### src/rv_isa_pkg.sv
`default_nettype none

package rv_isa_pkg;

    // field positions inside a 32-bit instruction
    localparam int OPCODE_W   = 7;
    localparam int RD_LSB     = 7;
    localparam int FUNCT3_LSB = 12;
    localparam int RS1_LSB    = 15;
    localparam int RS2_LSB    = 20;
    localparam int ALT_BIT    = 30;   // funct7[5], picks SUB and SRA

    // major opcodes of the supported subset
    typedef enum logic [OPCODE_W-1:0] {
        OPC_OP     = 7'b0110011,
        OPC_OP_IMM = 7'b0010011,
        OPC_LUI    = 7'b0110111,
        OPC_AUIPC  = 7'b0010111,
        OPC_JAL    = 7'b1101111,
        OPC_JALR   = 7'b1100111,
        OPC_BRANCH = 7'b1100011
    } opcode_e;

    typedef enum logic [3:0] {
        ALU_ADD, ALU_SUB, ALU_AND, ALU_OR, ALU_XOR,
        ALU_SLL, ALU_SRL, ALU_SRA, ALU_SLT, ALU_SLTU,
        ALU_PASS_B          // operand b straight through, for LUI
    } alu_op_e;

    // branch funct3 encodings
    typedef enum logic [2:0] {
        BR_EQ  = 3'b000,
        BR_NE  = 3'b001,
        BR_LT  = 3'b100,
        BR_GE  = 3'b101,
        BR_LTU = 3'b110,
        BR_GEU = 3'b111
    } branch_e;

    typedef enum logic [1:0] {
        WB_ALU  = 2'd0,
        WB_LINK = 2'd1      // pc plus 4
    } wb_sel_e;

endpackage

`default_nettype wire

### src/pipe_pkg.sv
`default_nettype none

package pipe_pkg;

    // decode to execute
    typedef struct packed {
        logic                  valid;
        logic [31:0]           pc;
        logic [31:0]           rs1_data;
        logic [31:0]           rs2_data;
        logic [4:0]            rs1;
        logic [4:0]            rs2;
        logic [4:0]            rd;
        logic [31:0]           imm;
        rv_isa_pkg::alu_op_e   alu_op;
        logic                  a_is_pc;    // operand a from pc instead of rs1
        logic                  b_is_imm;   // operand b from imm instead of rs2
        logic                  is_branch;
        rv_isa_pkg::branch_e   branch_cond;
        logic                  is_jal;
        logic                  is_jalr;
        logic                  reg_write;
        rv_isa_pkg::wb_sel_e   wb_sel;
    } id_ex_t;

    // execute to result
    typedef struct packed {
        logic                  valid;
        logic [31:0]           pc;
        logic [4:0]            rd;
        logic                  reg_write;
        rv_isa_pkg::wb_sel_e   wb_sel;
        logic [31:0]           alu_result;
        logic [31:0]           link;
    } ex_wb_t;

    // one retired instruction, seen by the testbench
    typedef struct packed {
        logic        valid;
        logic [31:0] pc;
        logic [4:0]  rd;
        logic        we;
        logic [31:0] data;
    } retire_t;

    typedef struct packed {
        logic        we;
        logic [4:0]  addr;
        logic [31:0] data;
    } rf_write_t;

endpackage

`default_nettype wire

### src/fetch_unit.sv
`default_nettype none

module fetch_unit #(
    parameter logic [31:0] RESET_PC    = 32'h0000_0000,
    parameter int          IMEM_AWIDTH = 10
) (
    input  logic                   clk,
    input  logic                   reset_i,
    input  logic                   redirect_i,
    input  logic [31:0]            target_i,
    output logic [31:0]            pc_o,
    output logic                   fetch_valid_o,
    output logic [IMEM_AWIDTH-1:0] imem_addr_o
);

    logic [31:0] pc_q;
    logic [31:0] next_pc;
    logic        boot_q;   // high for one cycle after reset

    // hold the pc while booting so the memory output catches up with it
    always_comb begin
        if (redirect_i) begin
            next_pc = target_i;
        end else if (boot_q) begin
            next_pc = pc_q;
        end else begin
            next_pc = pc_q + 32'd4;
        end
    end

    always_ff @(posedge clk) begin
        if (reset_i) begin
            pc_q   <= RESET_PC;
            boot_q <= 1'b1;
        end else begin
            pc_q   <= next_pc;
            boot_q <= 1'b0;
        end
    end

    assign imem_addr_o   = next_pc[IMEM_AWIDTH+1:2];   // word address
    assign pc_o          = pc_q;
    assign fetch_valid_o = ~boot_q;   // memory word matches pc_q

endmodule

`default_nettype wire

### src/decode_stage.sv
`default_nettype none

module decode_stage (
    input  logic             clk,
    input  logic             reset_i,
    input  logic [31:0]      instr_i,
    input  logic [31:0]      pc_i,
    input  logic             fetch_valid_i,
    input  logic             flush_i,
    output logic [4:0]       rs1_o,
    output logic [4:0]       rs2_o,
    input  logic [31:0]      rs1_data_i,
    input  logic [31:0]      rs2_data_i,
    output pipe_pkg::id_ex_t id_ex_o
);

    rv_isa_pkg::opcode_e opcode;
    logic [2:0]          funct3;
    logic                alt;
    logic [4:0]          rd;
    logic [31:0]         imm_i;
    logic [31:0]         imm_u;
    logic [31:0]         imm_j;
    logic [31:0]         imm_b;
    pipe_pkg::id_ex_t    id_ex_d;
    pipe_pkg::id_ex_t    id_ex_q;

    // register and immediate forms share the funct3 map
    function automatic rv_isa_pkg::alu_op_e alu_decode(
        input logic [2:0] f3,
        input logic       alt_bit,
        input logic       is_reg
    );
        rv_isa_pkg::alu_op_e op;
        case (f3)
            3'b000:  op = (is_reg && alt_bit) ? rv_isa_pkg::ALU_SUB : rv_isa_pkg::ALU_ADD;
            3'b001:  op = rv_isa_pkg::ALU_SLL;
            3'b010:  op = rv_isa_pkg::ALU_SLT;
            3'b011:  op = rv_isa_pkg::ALU_SLTU;
            3'b100:  op = rv_isa_pkg::ALU_XOR;
            3'b101:  op = alt_bit ? rv_isa_pkg::ALU_SRA : rv_isa_pkg::ALU_SRL;
            3'b110:  op = rv_isa_pkg::ALU_OR;
            default: op = rv_isa_pkg::ALU_AND;
        endcase
        return op;
    endfunction

    assign opcode = rv_isa_pkg::opcode_e'(instr_i[rv_isa_pkg::OPCODE_W-1:0]);
    assign funct3 = instr_i[rv_isa_pkg::FUNCT3_LSB +: 3];
    assign alt    = instr_i[rv_isa_pkg::ALT_BIT];
    assign rd     = instr_i[rv_isa_pkg::RD_LSB +: 5];
    assign rs1_o  = instr_i[rv_isa_pkg::RS1_LSB +: 5];
    assign rs2_o  = instr_i[rv_isa_pkg::RS2_LSB +: 5];

    assign imm_i = {{20{instr_i[31]}}, instr_i[31:20]};
    assign imm_u = {instr_i[31:12], 12'b0};
    assign imm_j = {{12{instr_i[31]}}, instr_i[19:12], instr_i[20], instr_i[30:21], 1'b0};
    assign imm_b = {{20{instr_i[31]}}, instr_i[7], instr_i[30:25], instr_i[11:8], 1'b0};

    always_comb begin
        id_ex_d             = '0;
        id_ex_d.valid       = fetch_valid_i & ~flush_i;   // squash on a taken redirect
        id_ex_d.pc          = pc_i;
        id_ex_d.rs1_data    = rs1_data_i;
        id_ex_d.rs2_data    = rs2_data_i;
        id_ex_d.rs1         = rs1_o;
        id_ex_d.rs2         = rs2_o;
        id_ex_d.rd          = rd;
        id_ex_d.imm         = imm_i;
        id_ex_d.alu_op      = rv_isa_pkg::ALU_ADD;
        id_ex_d.branch_cond = rv_isa_pkg::branch_e'(funct3);
        id_ex_d.wb_sel      = rv_isa_pkg::WB_ALU;

        case (opcode)
            rv_isa_pkg::OPC_OP: begin
                id_ex_d.alu_op    = alu_decode(funct3, alt, 1'b1);
                id_ex_d.reg_write = 1'b1;
            end
            rv_isa_pkg::OPC_OP_IMM: begin
                id_ex_d.alu_op    = alu_decode(funct3, alt, 1'b0);
                id_ex_d.b_is_imm  = 1'b1;
                id_ex_d.reg_write = 1'b1;
            end
            rv_isa_pkg::OPC_LUI: begin
                id_ex_d.imm       = imm_u;
                id_ex_d.alu_op    = rv_isa_pkg::ALU_PASS_B;
                id_ex_d.b_is_imm  = 1'b1;
                id_ex_d.reg_write = 1'b1;
            end
            rv_isa_pkg::OPC_AUIPC: begin
                id_ex_d.imm       = imm_u;
                id_ex_d.a_is_pc   = 1'b1;
                id_ex_d.b_is_imm  = 1'b1;
                id_ex_d.reg_write = 1'b1;
            end
            rv_isa_pkg::OPC_JAL: begin
                id_ex_d.imm       = imm_j;
                id_ex_d.is_jal    = 1'b1;
                id_ex_d.reg_write = 1'b1;
                id_ex_d.wb_sel    = rv_isa_pkg::WB_LINK;
            end
            rv_isa_pkg::OPC_JALR: begin
                id_ex_d.is_jalr   = 1'b1;
                id_ex_d.reg_write = 1'b1;
                id_ex_d.wb_sel    = rv_isa_pkg::WB_LINK;
            end
            rv_isa_pkg::OPC_BRANCH: begin
                id_ex_d.imm       = imm_b;
                id_ex_d.is_branch = (funct3[2:1] != 2'b01);   // 010 and 011 are not branches
            end
            default: ;   // unknown opcode retires with no write
        endcase
    end

    always_ff @(posedge clk) begin
        id_ex_q <= id_ex_d;
        if (reset_i) begin
            id_ex_q.valid <= 1'b0;
        end
    end

    assign id_ex_o = id_ex_q;

endmodule

`default_nettype wire

### src/execute_stage.sv
`default_nettype none

module execute_stage (
    input  logic                clk,
    input  logic                reset_i,
    input  pipe_pkg::id_ex_t    id_ex_i,
    input  pipe_pkg::rf_write_t fwd_i,
    output logic                redirect_o,
    output logic [31:0]         target_o,
    output pipe_pkg::ex_wb_t    ex_wb_o
);

    logic [31:0]      rs1_val;
    logic [31:0]      rs2_val;
    logic [31:0]      op_a;
    logic [31:0]      op_b;
    logic [4:0]       shamt;
    logic [31:0]      alu_result;
    logic             cond_true;
    logic             taken;
    logic [31:0]      jalr_sum;
    pipe_pkg::ex_wb_t ex_wb_d;
    pipe_pkg::ex_wb_t ex_wb_q;

    // the instruction in result writes this cycle, take its value
    always_comb begin
        rs1_val = id_ex_i.rs1_data;
        rs2_val = id_ex_i.rs2_data;
        if (fwd_i.we && fwd_i.addr != 5'd0 && fwd_i.addr == id_ex_i.rs1) begin
            rs1_val = fwd_i.data;
        end
        if (fwd_i.we && fwd_i.addr != 5'd0 && fwd_i.addr == id_ex_i.rs2) begin
            rs2_val = fwd_i.data;
        end
    end

    assign op_a  = id_ex_i.a_is_pc ? id_ex_i.pc : rs1_val;
    assign op_b  = id_ex_i.b_is_imm ? id_ex_i.imm : rs2_val;
    assign shamt = op_b[4:0];

    always_comb begin
        case (id_ex_i.alu_op)
            rv_isa_pkg::ALU_ADD:    alu_result = op_a + op_b;
            rv_isa_pkg::ALU_SUB:    alu_result = op_a - op_b;
            rv_isa_pkg::ALU_AND:    alu_result = op_a & op_b;
            rv_isa_pkg::ALU_OR:     alu_result = op_a | op_b;
            rv_isa_pkg::ALU_XOR:    alu_result = op_a ^ op_b;
            rv_isa_pkg::ALU_SLL:    alu_result = op_a << shamt;
            rv_isa_pkg::ALU_SRL:    alu_result = op_a >> shamt;
            rv_isa_pkg::ALU_SRA:    alu_result = $unsigned($signed(op_a) >>> shamt);
            rv_isa_pkg::ALU_SLT:    alu_result = {31'b0, $signed(op_a) < $signed(op_b)};
            rv_isa_pkg::ALU_SLTU:   alu_result = {31'b0, op_a < op_b};
            rv_isa_pkg::ALU_PASS_B: alu_result = op_b;
            default:                alu_result = 32'b0;
        endcase
    end

    // branch compare always works on the register operands
    always_comb begin
        case (id_ex_i.branch_cond)
            rv_isa_pkg::BR_EQ:  cond_true = (rs1_val == rs2_val);
            rv_isa_pkg::BR_NE:  cond_true = (rs1_val != rs2_val);
            rv_isa_pkg::BR_LT:  cond_true = ($signed(rs1_val) < $signed(rs2_val));
            rv_isa_pkg::BR_GE:  cond_true = ($signed(rs1_val) >= $signed(rs2_val));
            rv_isa_pkg::BR_LTU: cond_true = (rs1_val < rs2_val);
            rv_isa_pkg::BR_GEU: cond_true = (rs1_val >= rs2_val);
            default:            cond_true = 1'b0;
        endcase
    end

    assign taken = (id_ex_i.is_branch && cond_true) || id_ex_i.is_jal || id_ex_i.is_jalr;
    assign redirect_o = id_ex_i.valid && taken;

    assign jalr_sum = rs1_val + id_ex_i.imm;
    assign target_o = id_ex_i.is_jalr ? {jalr_sum[31:1], 1'b0}
                                      : id_ex_i.pc + id_ex_i.imm;

    always_comb begin
        ex_wb_d.valid      = id_ex_i.valid;
        ex_wb_d.pc         = id_ex_i.pc;
        ex_wb_d.rd         = id_ex_i.rd;
        ex_wb_d.reg_write  = id_ex_i.reg_write;
        ex_wb_d.wb_sel     = id_ex_i.wb_sel;
        ex_wb_d.alu_result = alu_result;
        ex_wb_d.link       = id_ex_i.pc + 32'd4;
    end

    always_ff @(posedge clk) begin
        ex_wb_q <= ex_wb_d;
        if (reset_i) begin
            ex_wb_q.valid <= 1'b0;
        end
    end

    assign ex_wb_o = ex_wb_q;

endmodule

`default_nettype wire

### src/result_stage.sv
`default_nettype none

// purely combinational, so the write and the retire land on the same edge
module result_stage (
    input  pipe_pkg::ex_wb_t    ex_wb_i,
    output pipe_pkg::rf_write_t rf_write_o,
    output pipe_pkg::retire_t   retire_o
);

    logic [31:0] wb_data;
    logic        wr_en;

    always_comb begin
        case (ex_wb_i.wb_sel)
            rv_isa_pkg::WB_LINK: wb_data = ex_wb_i.link;
            default:             wb_data = ex_wb_i.alu_result;
        endcase
    end

    // x0 is never written
    assign wr_en = ex_wb_i.valid && ex_wb_i.reg_write && (ex_wb_i.rd != 5'd0);

    always_comb begin
        rf_write_o.we   = wr_en;
        rf_write_o.addr = ex_wb_i.rd;
        rf_write_o.data = wb_data;
    end

    always_comb begin
        retire_o.valid = ex_wb_i.valid;
        retire_o.pc    = ex_wb_i.pc;
        retire_o.rd    = ex_wb_i.rd;
        retire_o.we    = wr_en;
        retire_o.data  = wb_data;
    end

endmodule

`default_nettype wire

### src/reg_file.sv
`default_nettype none

module reg_file (
    input  logic                clk,
    input  logic                reset_i,
    input  logic [4:0]          ra1_i,
    input  logic [4:0]          ra2_i,
    output logic [31:0]         rd1_o,
    output logic [31:0]         rd2_o,
    input  pipe_pkg::rf_write_t wr_i
);

    logic [31:0] regs [32];

    always_ff @(posedge clk) begin
        if (reset_i) begin
            for (int i = 0; i < 32; i++) begin
                regs[i] <= 32'b0;
            end
        end else if (wr_i.we && wr_i.addr != 5'd0) begin
            regs[wr_i.addr] <= wr_i.data;
        end
    end

    // write-through covers the instruction two behind the writer
    assign rd1_o = (ra1_i == 5'd0) ? 32'b0 :
                   (wr_i.we && wr_i.addr == ra1_i) ? wr_i.data : regs[ra1_i];
    assign rd2_o = (ra2_i == 5'd0) ? 32'b0 :
                   (wr_i.we && wr_i.addr == ra2_i) ? wr_i.data : regs[ra2_i];

endmodule

`default_nettype wire

### src/core_top.sv
`default_nettype none

module core_top #(
    parameter logic [31:0] RESET_PC    = 32'h0000_0000,
    parameter int          IMEM_AWIDTH = 10
) (
    input  logic                   clk,
    input  logic                   reset_i,
    output logic [IMEM_AWIDTH-1:0] imem_addr_o,
    input  logic [31:0]            imem_data_i,
    output pipe_pkg::retire_t      retire_o
);

    logic [31:0]         pc;
    logic                fetch_valid;
    logic                redirect;
    logic [31:0]         target;
    logic [4:0]          rs1_addr;
    logic [4:0]          rs2_addr;
    logic [31:0]         rs1_data;
    logic [31:0]         rs2_data;
    pipe_pkg::id_ex_t    id_ex;
    pipe_pkg::ex_wb_t    ex_wb;
    pipe_pkg::rf_write_t rf_write;   // also the forwarding path into execute

    fetch_unit #(
        .RESET_PC   (RESET_PC),
        .IMEM_AWIDTH(IMEM_AWIDTH)
    ) fetch (
        .clk          (clk),
        .reset_i      (reset_i),
        .redirect_i   (redirect),
        .target_i     (target),
        .pc_o         (pc),
        .fetch_valid_o(fetch_valid),
        .imem_addr_o  (imem_addr_o)
    );

    decode_stage decode (
        .clk          (clk),
        .reset_i      (reset_i),
        .instr_i      (imem_data_i),
        .pc_i         (pc),
        .fetch_valid_i(fetch_valid),
        .flush_i      (redirect),
        .rs1_o        (rs1_addr),
        .rs2_o        (rs2_addr),
        .rs1_data_i   (rs1_data),
        .rs2_data_i   (rs2_data),
        .id_ex_o      (id_ex)
    );

    execute_stage execute (
        .clk       (clk),
        .reset_i   (reset_i),
        .id_ex_i   (id_ex),
        .fwd_i     (rf_write),
        .redirect_o(redirect),
        .target_o  (target),
        .ex_wb_o   (ex_wb)
    );

    result_stage result (
        .ex_wb_i   (ex_wb),
        .rf_write_o(rf_write),
        .retire_o  (retire_o)
    );

    reg_file rf (
        .clk    (clk),
        .reset_i(reset_i),
        .ra1_i  (rs1_addr),
        .ra2_i  (rs2_addr),
        .rd1_o  (rs1_data),
        .rd2_o  (rs2_data),
        .wr_i   (rf_write)
    );

endmodule

`default_nettype wire

### config.mk
export PLATFORM = sky130hd
export DESIGN_NAME = core_top
export DESIGN_NICKNAME = d
export VERILOG_FILES = /design/src/rv_isa_pkg.sv /design/src/pipe_pkg.sv /design/src/fetch_unit.sv /design/src/decode_stage.sv /design/src/execute_stage.sv /design/src/result_stage.sv /design/src/reg_file.sv /design/src/core_top.sv
export SDC_FILE = /design/constraint.sdc
export NUM_CORES = 2
export LEC_CHECK = 0
export BUFFER_PORTS_ARGS = -buffer_cell sky130_fd_sc_hd__buf_2
export CAP_MARGIN = 20
export CORE_ASPECT_RATIO = 1.2
export CORE_MARGIN = 3
export CORE_UTILIZATION = 45
export CTS_CLUSTER_DIAMETER = 100
export DETAILED_ROUTE_END_ITERATION = 8
export PLACE_DENSITY = 0.6
export SYNTH_ARGS = -nofsm -noshare
export SYNTH_HDL_FRONTEND = slang
export SYNTH_SLANG_ARGS = --single-unit
### constraint.sdc
create_clock -name clk -period 7 [get_ports clk]
set_clock_uncertainty 0.15 [all_clocks]
set_input_delay 1.05 -clock clk [delete_from_list [all_inputs] [get_ports clk]]
set_output_delay 1.05 -clock clk [all_outputs]
set_load 0.05 [all_outputs]
## Yosys cells after proc, flatten, opt, wreduce, memory -nomap -nowiden

Memories as Yosys holds them, arrays and structs flattened.
Cells that the tools add are included.

| operators by class | value |
|---|---|
| bitwise operators | 6 |
| mux-type cells | 32 |
| $add $sub $neg | 6 |
| equality and inequality tests | 37 |
| $lt $le $gt $ge | 6 |
| reductions and logical operators | 22 |
| shifts and indexed selects | 3 |

Operators by type and width:

| cell | number |
|---|---|
| $mux 32 | 11 |
| $pmux 32 s11 | 1 |
| $lt 32x32->1 | 4 |
| $add 32x32->32 | 3 |
| $pmux 31 s3 | 1 |
| $add 32x3->32 const B | 2 |
| $ge 32x32->1 | 2 |
| $pmux 4 s7 | 2 |
| $and 32x32->32 | 1 |
| $eq 32x32->1 | 1 |
| $ne 32x32->1 | 1 |
| $or 32x32->32 | 1 |
| $reduce_or 32->1 | 1 |
| $shl 32x5->32 | 1 |
| $shr 32x5->32 | 1 |
| $sshr 32x5->32 | 1 |
| $sub 32x32->32 | 1 |
| $xor 32x32->32 | 1 |
| $eq 3x3->1 const B | 7 |
| $eq 7x7->1 const B | 3 |
| $eq 5x5->1 | 4 |
| $eq 4x3->1 const B | 4 |
| $eq 7x5->1 const B | 2 |
| $eq 7x6->1 const B | 2 |
| other kinds (22) | 54 |

| word-level totals | value |
|---|---|
| bits in registers | 295 |
| output and inout bits | 81 |
| memories | 1 |
| word-level logic and storage cells | 140 |
| bits in writable memories | 1024 |
| bits of input ports | 34 |

Memories:

| memory | words | bits a word | rd ports | clocked after Yosys merged registers in | write ports | line | source |
|---|---|---|---|---|---|---|---|
| rf.regs | 32 | 32 | 2 | 0 | 32 | reg_file.sv:13 | `logic [31:0] regs [32];` |

## Depth between registers and ports, before layout

| logic depth | value |
|---|---|
| word-level depth | 13 |
| mapped depth | 23 |
| mapped depth without buffers | 19 |

## Modules after synthesis

From an unflattened synthesis, not the netlist that was laid out.

| unflattened totals | value |
|---|---|
| cells, all modules | 6813 |
| area total of the unflattened synthesis | 79467.5 um^2 |

By module, submodules not included:

| module | area an instance (um^2) | seq. area each (um^2) | cells an instance | times used |
|---|---|---|---|---|
| reg_file | 55061.6 | 30749.5 | 3802 | 1 |
| execute_stage | 17414.2 | 2062.0 | 2396 | 1 |
| decode_stage | 3757.4 | 3163.0 | 240 | 1 |
| fetch_unit | 2082.0 | 660.6 | 259 | 1 |
| result_stage | 1152.4 | 0.0 | 116 | 1 |

## Worst setup path before layout

No wires, ideal clock.

| path | value |
|---|---|
| path kind | flip-flop to output port |
| start | register execute.ex_wb_q (netlist bit execute.ex_wb_o[64]) |
| end | output port imem_addr_o[8] |
| data arrival time | 4.879 ns |
| stages on the path, launching flop included | 19 |
| path buffers | 5 |
| data required time | 5.800 ns |
| setup slack | 0.921 ns |
| cells stage by stage | dfxtp_1 -> clkbuf_1 -> buf_4 -> buf_4 -> mux2i_1 -> inv_1 -> mux2i_1 -> ha_1 -> a21o_1 -> a221oi_1 -> o21bai_1 -> a31oi_1 -> and3_1 -> mux2_2 -> a2111oi_1 -> o21ai_1 -> buf_2 -> mux2_2 -> buf_4 |

RTL lines:

| item | line | source |
|---|---|---|
| from (decl) | execute_stage.sv:23 | `pipe_pkg::ex_wb_t ex_wb_q;` |
| from (signal assigned) | execute_stage.sv:89 | `ex_wb_q <= ex_wb_d;` |
| to (decl) | core_top.sv:9 | `output logic [IMEM_AWIDTH-1:0] imem_addr_o,` |

## Worst setup path after layout

| path | value |
|---|---|
| start | register execute.ex_wb_q (netlist bit execute.ex_wb_o[69]) |
| end | output port imem_addr_o[9] |

| on the way | value |
|---|---|
| cells in the longest elaborated chain, start to end | 12 |
| elaborated cells between the ends (all ways) | 23 |
| classes of those cells | add/sub (1); order compare (4); eq/ne (4); mux (5); reduce/logical (9) |

RTL lines:

| item | line | source |
|---|---|---|
| $reduce_bool 5->1 | execute_stage.sv:29, execute_stage.sv:32, result_stage.sv:21 |  |
| $logic_and 1x1->1 | result_stage.sv:21 | `assign wr_en = ex_wb_i.valid && ex_wb_i.reg_write && (ex_wb_i.rd != 5'd0);` |
| $logic_and 1x1->1 | execute_stage.sv:29, execute_stage.sv:32 |  |
| $logic_and 1x1->1 (on tied branches) | execute_stage.sv:29, execute_stage.sv:32 |  |
| $mux 32 (on tied branches) | execute_stage.sv:29, execute_stage.sv:32 |  |
| $ge 32x32->1 (tied with other cells) | execute_stage.sv:66 | `rv_isa_pkg::BR_GEU: cond_true = (rs1_val >= rs2_val);` |
| $pmux 1 s6 | execute_stage.sv:60 | `case (id_ex_i.branch_cond)` |
| $logic_and 1x1->1 | execute_stage.sv:71 | `assign taken = (id_ex_i.is_branch && cond_true) \|\| id_ex_i.is_jal \|\| id_ex_i.is_jalr;` |
| $logic_or 1x1->1 (2 in a row) | execute_stage.sv:71 |  |
| $logic_and 1x1->1 | execute_stage.sv:72 | `assign redirect_o = id_ex_i.valid && taken;` |
| $mux 32 (*) | fetch_unit.sv:22 | `if (redirect_i) begin` |

Mark *: on every way between the ends. The rest lies on a longest branch, timed or not.

==> reports/metrics.csv <==
metric,value,unit
leakagePower,31.11,nW
fp.coreArea,166800,um2
rows,164,
ys_seq_elements,1317,
cp_slowest_cell,or3_4,
antenna_found_initial,6,
worst_setup_path_start_kind,flip-flop,
placed_cells,8351,
postCtsHoldBufs,0,
timing.rr.end,execute.ex_wb_o[58]$_DFF_P_,
yosysTopAreaCell,edfxtp_1,
combPwrFrac,25.9,%
r2r_cells,19,
slew_viol_final,0,
post_dp_cell_area,79700,um2
peakVddDrop,0.2351,mV
fp.dieArea,173400,um2
first_pass_iters,6,
finalNonFillerCells,8623,
arrival,5.58,ns
fin_crit_sh,96.88,%
p_sw,7.711,mW
setup_viol_count_final,0,
drv_cap,0,
wl_per_cell,34.44,um
switching_share,34.11,%
synth_top_area_share,40.58,%
clockRootBuffer,clkbuf_16,
drive_gt1_share,22.19,%
drtAntennaViolNets,0,
hold_class,reg2reg,
cp_num_buf_inv,4,
grt_max_degree,91,
p_per_area,267.7,nW/um2
route.detailed.drc,0,
synthArstFlopShare,0,%
grt_pass1_wl,419900,um
syn_inst,6305,
ios,115,
avgSynthCellArea,12.02,um2
clock_path_buffers,3,
reg2reg_slack,0.89,ns
worstPathRequired,5.80,ns
cts_inserted_buffers,146,
dp_hpwl,194000,um
hold_path_depth,0,
finalHoldViolations,0,
synth_flop_cell,edfxtp_1,
post-route-min-period,6.782,ns
start_util,45.42,%
cp-end-kind,output port,
hold_end,execute.ex_wb_o[71]$_DFF_P_,
tightestPinTransition,1.234,ns
clk_pin_slew,0.06,ns
min_from,decode.id_ex_o[51]$_DFF_P_,
yosys.cell_count.top_type,nor2_1,
io_buffers,114,
design_area,84430,um2
r2r_start,execute.ex_wb_o[71]$_DFF_P_,
max_freq,147.5,MHz
synth_edf_count,1024,
synth.cell_area,75770,um2
critPathMaxFanout,12,
htreeDepth,4,
synth-seq-area-share,48.32,%
internal_power,14.89,mW
finalNetCount,6494,
cp_top_family,compound AO/OA/AOI/OAI gates,
pwr-share-clk,33.5,%
die_width,380.6,um
drt_iter0_markers,6941,
n_fill_cell,14490,
grt_pass1_vias,56840,
yosys-top-cells-area,"edfxtp_1 (41%), mux4_2 (19%), dfxtp_1 (7.7%)",
cts_sinks,1317,
grt-ovfl-total,0,
seq_power_share,40.6,%
vias_per_cell,6.656,
die_y,455.5,um
fin_util,50.61,%
ys_types,90,
routabilityCongestion,1.022,
yosysWarningCount,0,
vias,57390,
timing.hold.ws,0.2013,ns
cp_common_cell,buf_4,
worstSetupPathType,reg2out,
clock_latency,0.80,ns
routed_wl,297000,um
grt_usage,33.73,%
slew_headroom,16.90,%
status,"complete, no violations",
synth_common_cells,"nor2_1 (1251), edfxtp_1 (1024), mux4_2 (644)",
syn_to_final_growth,11.43,%
cts_tree,done,
setup-tns-final,0,ns
max_stage_delay,0.46,ns
cp.depth,19,
path_cells,"buf_4, xnor2_1, nand2_2, or3_4, nand2_1, o21ai_0, buf_4, ha_1, and3_1, a221oi_1, o21bai_1, a31oi_1, and3_4, mux2_2, a2111oi_2, buf_4, o21a_1, mux2i_2, buf_4",
[worst max path at each step]
stage                                 from             end  slack [ns]
2_1_floorplan  execute.ex_wb_o[64]$_DFF_P_  imem_addr_o[8]        0.92
5_1_grt        execute.ex_wb_o[69]$_DFF_P_  imem_addr_o[2]      -0.002
3_5_place_dp   execute.ex_wb_o[68]$_DFF_P_  imem_addr_o[9]        0.58
6_report       execute.ex_wb_o[69]$_DFF_P_  imem_addr_o[9]        0.22
4_1_cts        execute.ex_wb_o[69]$_DFF_P_  imem_addr_o[9]       0.006
3_3_place_gp   execute.ex_wb_o[68]$_DFF_P_  imem_addr_o[9]        0.63
[final cells by class]
cell class | count | area, um2 | area share, %
well taps | 2241 | 2804 | 3.321
multi-input cells | 4261 | 36940 | 43.75
inverters | 161 | 604.3 | 0.7158
repair buffers | 377 | 2831 | 3.354
diodes | 2 | 5.005 | 0.005928
clock buffers | 196 | 4028 | 4.770
clock inverters | 68 | 595.6 | 0.7054
flip-flops and latches | 1317 | 36630 | 43.38
[power groups by stage]
stage	registers (mW)	logic (mW)	clock network [mW]
floorplan	9.04	3.62	0
global placement	9.30	5.68	0
detailed placement	9.31	5.68	0
CTS	9.15	5.70	7.67
global route	9.18	6.13	7.97
finish	9.17	5.85	7.58
[through the flow]
step	setup slack (ns)	total power, mW
detailed placement	0.5779	14.99
floorplan	0.9213	12.66
global route	-0.002474	23.29
global placement	0.6258	14.98
finish	0.2183	22.61
CTS	0.006475	22.52
[cells in the final DEF (no fill, tap or decap), types with 24 or more instances in the layout]
| cell | count |
|---|---|
| clkinv_1 | 26 |
| a21o_1 | 65 |
| nand2b_2 | 28 |
| nand4_1 | 32 |
| o22ai_1 | 69 |
| clkbuf_1 | 37 |
| clkbuf_16 | 151 |
| a221oi_1 | 30 |
| ha_1 | 192 |
| a22oi_1 | 28 |
| a21oi_1 | 206 |
| a31oi_1 | 29 |
| nand2b_1 | 24 |
| nand2_2 | 32 |
| conb_1 | 32 |
| xnor2_1 | 85 |
| clkinv_2 | 24 |
| mux2i_1 | 120 |
| inv_1 | 158 |
| nor2_1 | 1245 |
| buf_4 | 248 |
| xor2_1 | 53 |
| o21ai_0 | 195 |
| nor2b_1 | 95 |
| a211oi_1 | 172 |
| and2_1 | 25 |
| nand2_1 | 263 |
| mux4_2 | 644 |
| nor3_1 | 42 |
| nand3_1 | 82 |
| edfxtp_1 | 1024 |
| buf_2 | 103 |
| dfxtp_1 | 288 |
| mux2i_4 | 32 |
| and3_1 | 25 |
| o311ai_0 | 36 |
[cells by family (layout without fill, tap and decap cells)]
kind of cell	count (synthesis)	count (layout)	synth area share [%]
AO/OA/AOI/OAI	1098	1098	10.17
flip-flops	1317	1317	48.32
AND/OR/NAND/NOR	1988	1991	11.19
buffers and inverters	761	802	4.146
other	1	34	0.004949
adder cells (fa/ha/maj)	196	196	3.276
XOR/XNOR	138	138	1.595
multiplexers	806	806	21.30
[state kept, by name, indices dropped and copies added, names as in the netlist]
register and flops:
decode.id_ex_o 158, execute.ex_wb_o 102, fetch.boot_q 1, fetch.pc_o 32, rf.regs 1024
[routing by layer]
layer / vias to the layer above / GRT usage [%] / wire [um]
met3: 883 / 8.289 / 29690
met5: - / 0 / 27
met1: 29070 / 40.50 / 104400
met2: 3645 / 55.04 / 141500
li1: 23790 / - / -
met4: 4 / 20.34 / 21290
[what timing repair did]
item / in CTS / in global routing
resized for setup: 10 / 10
pin swaps: 2 / 0
endpoints found under the hold margin: 0 / 0
endpoints found under the setup margin: 10 / 10
cloned: 3 / 0
setup buffers: 1 / 0
Note: power is estimated with default switching activity, not from simulation.
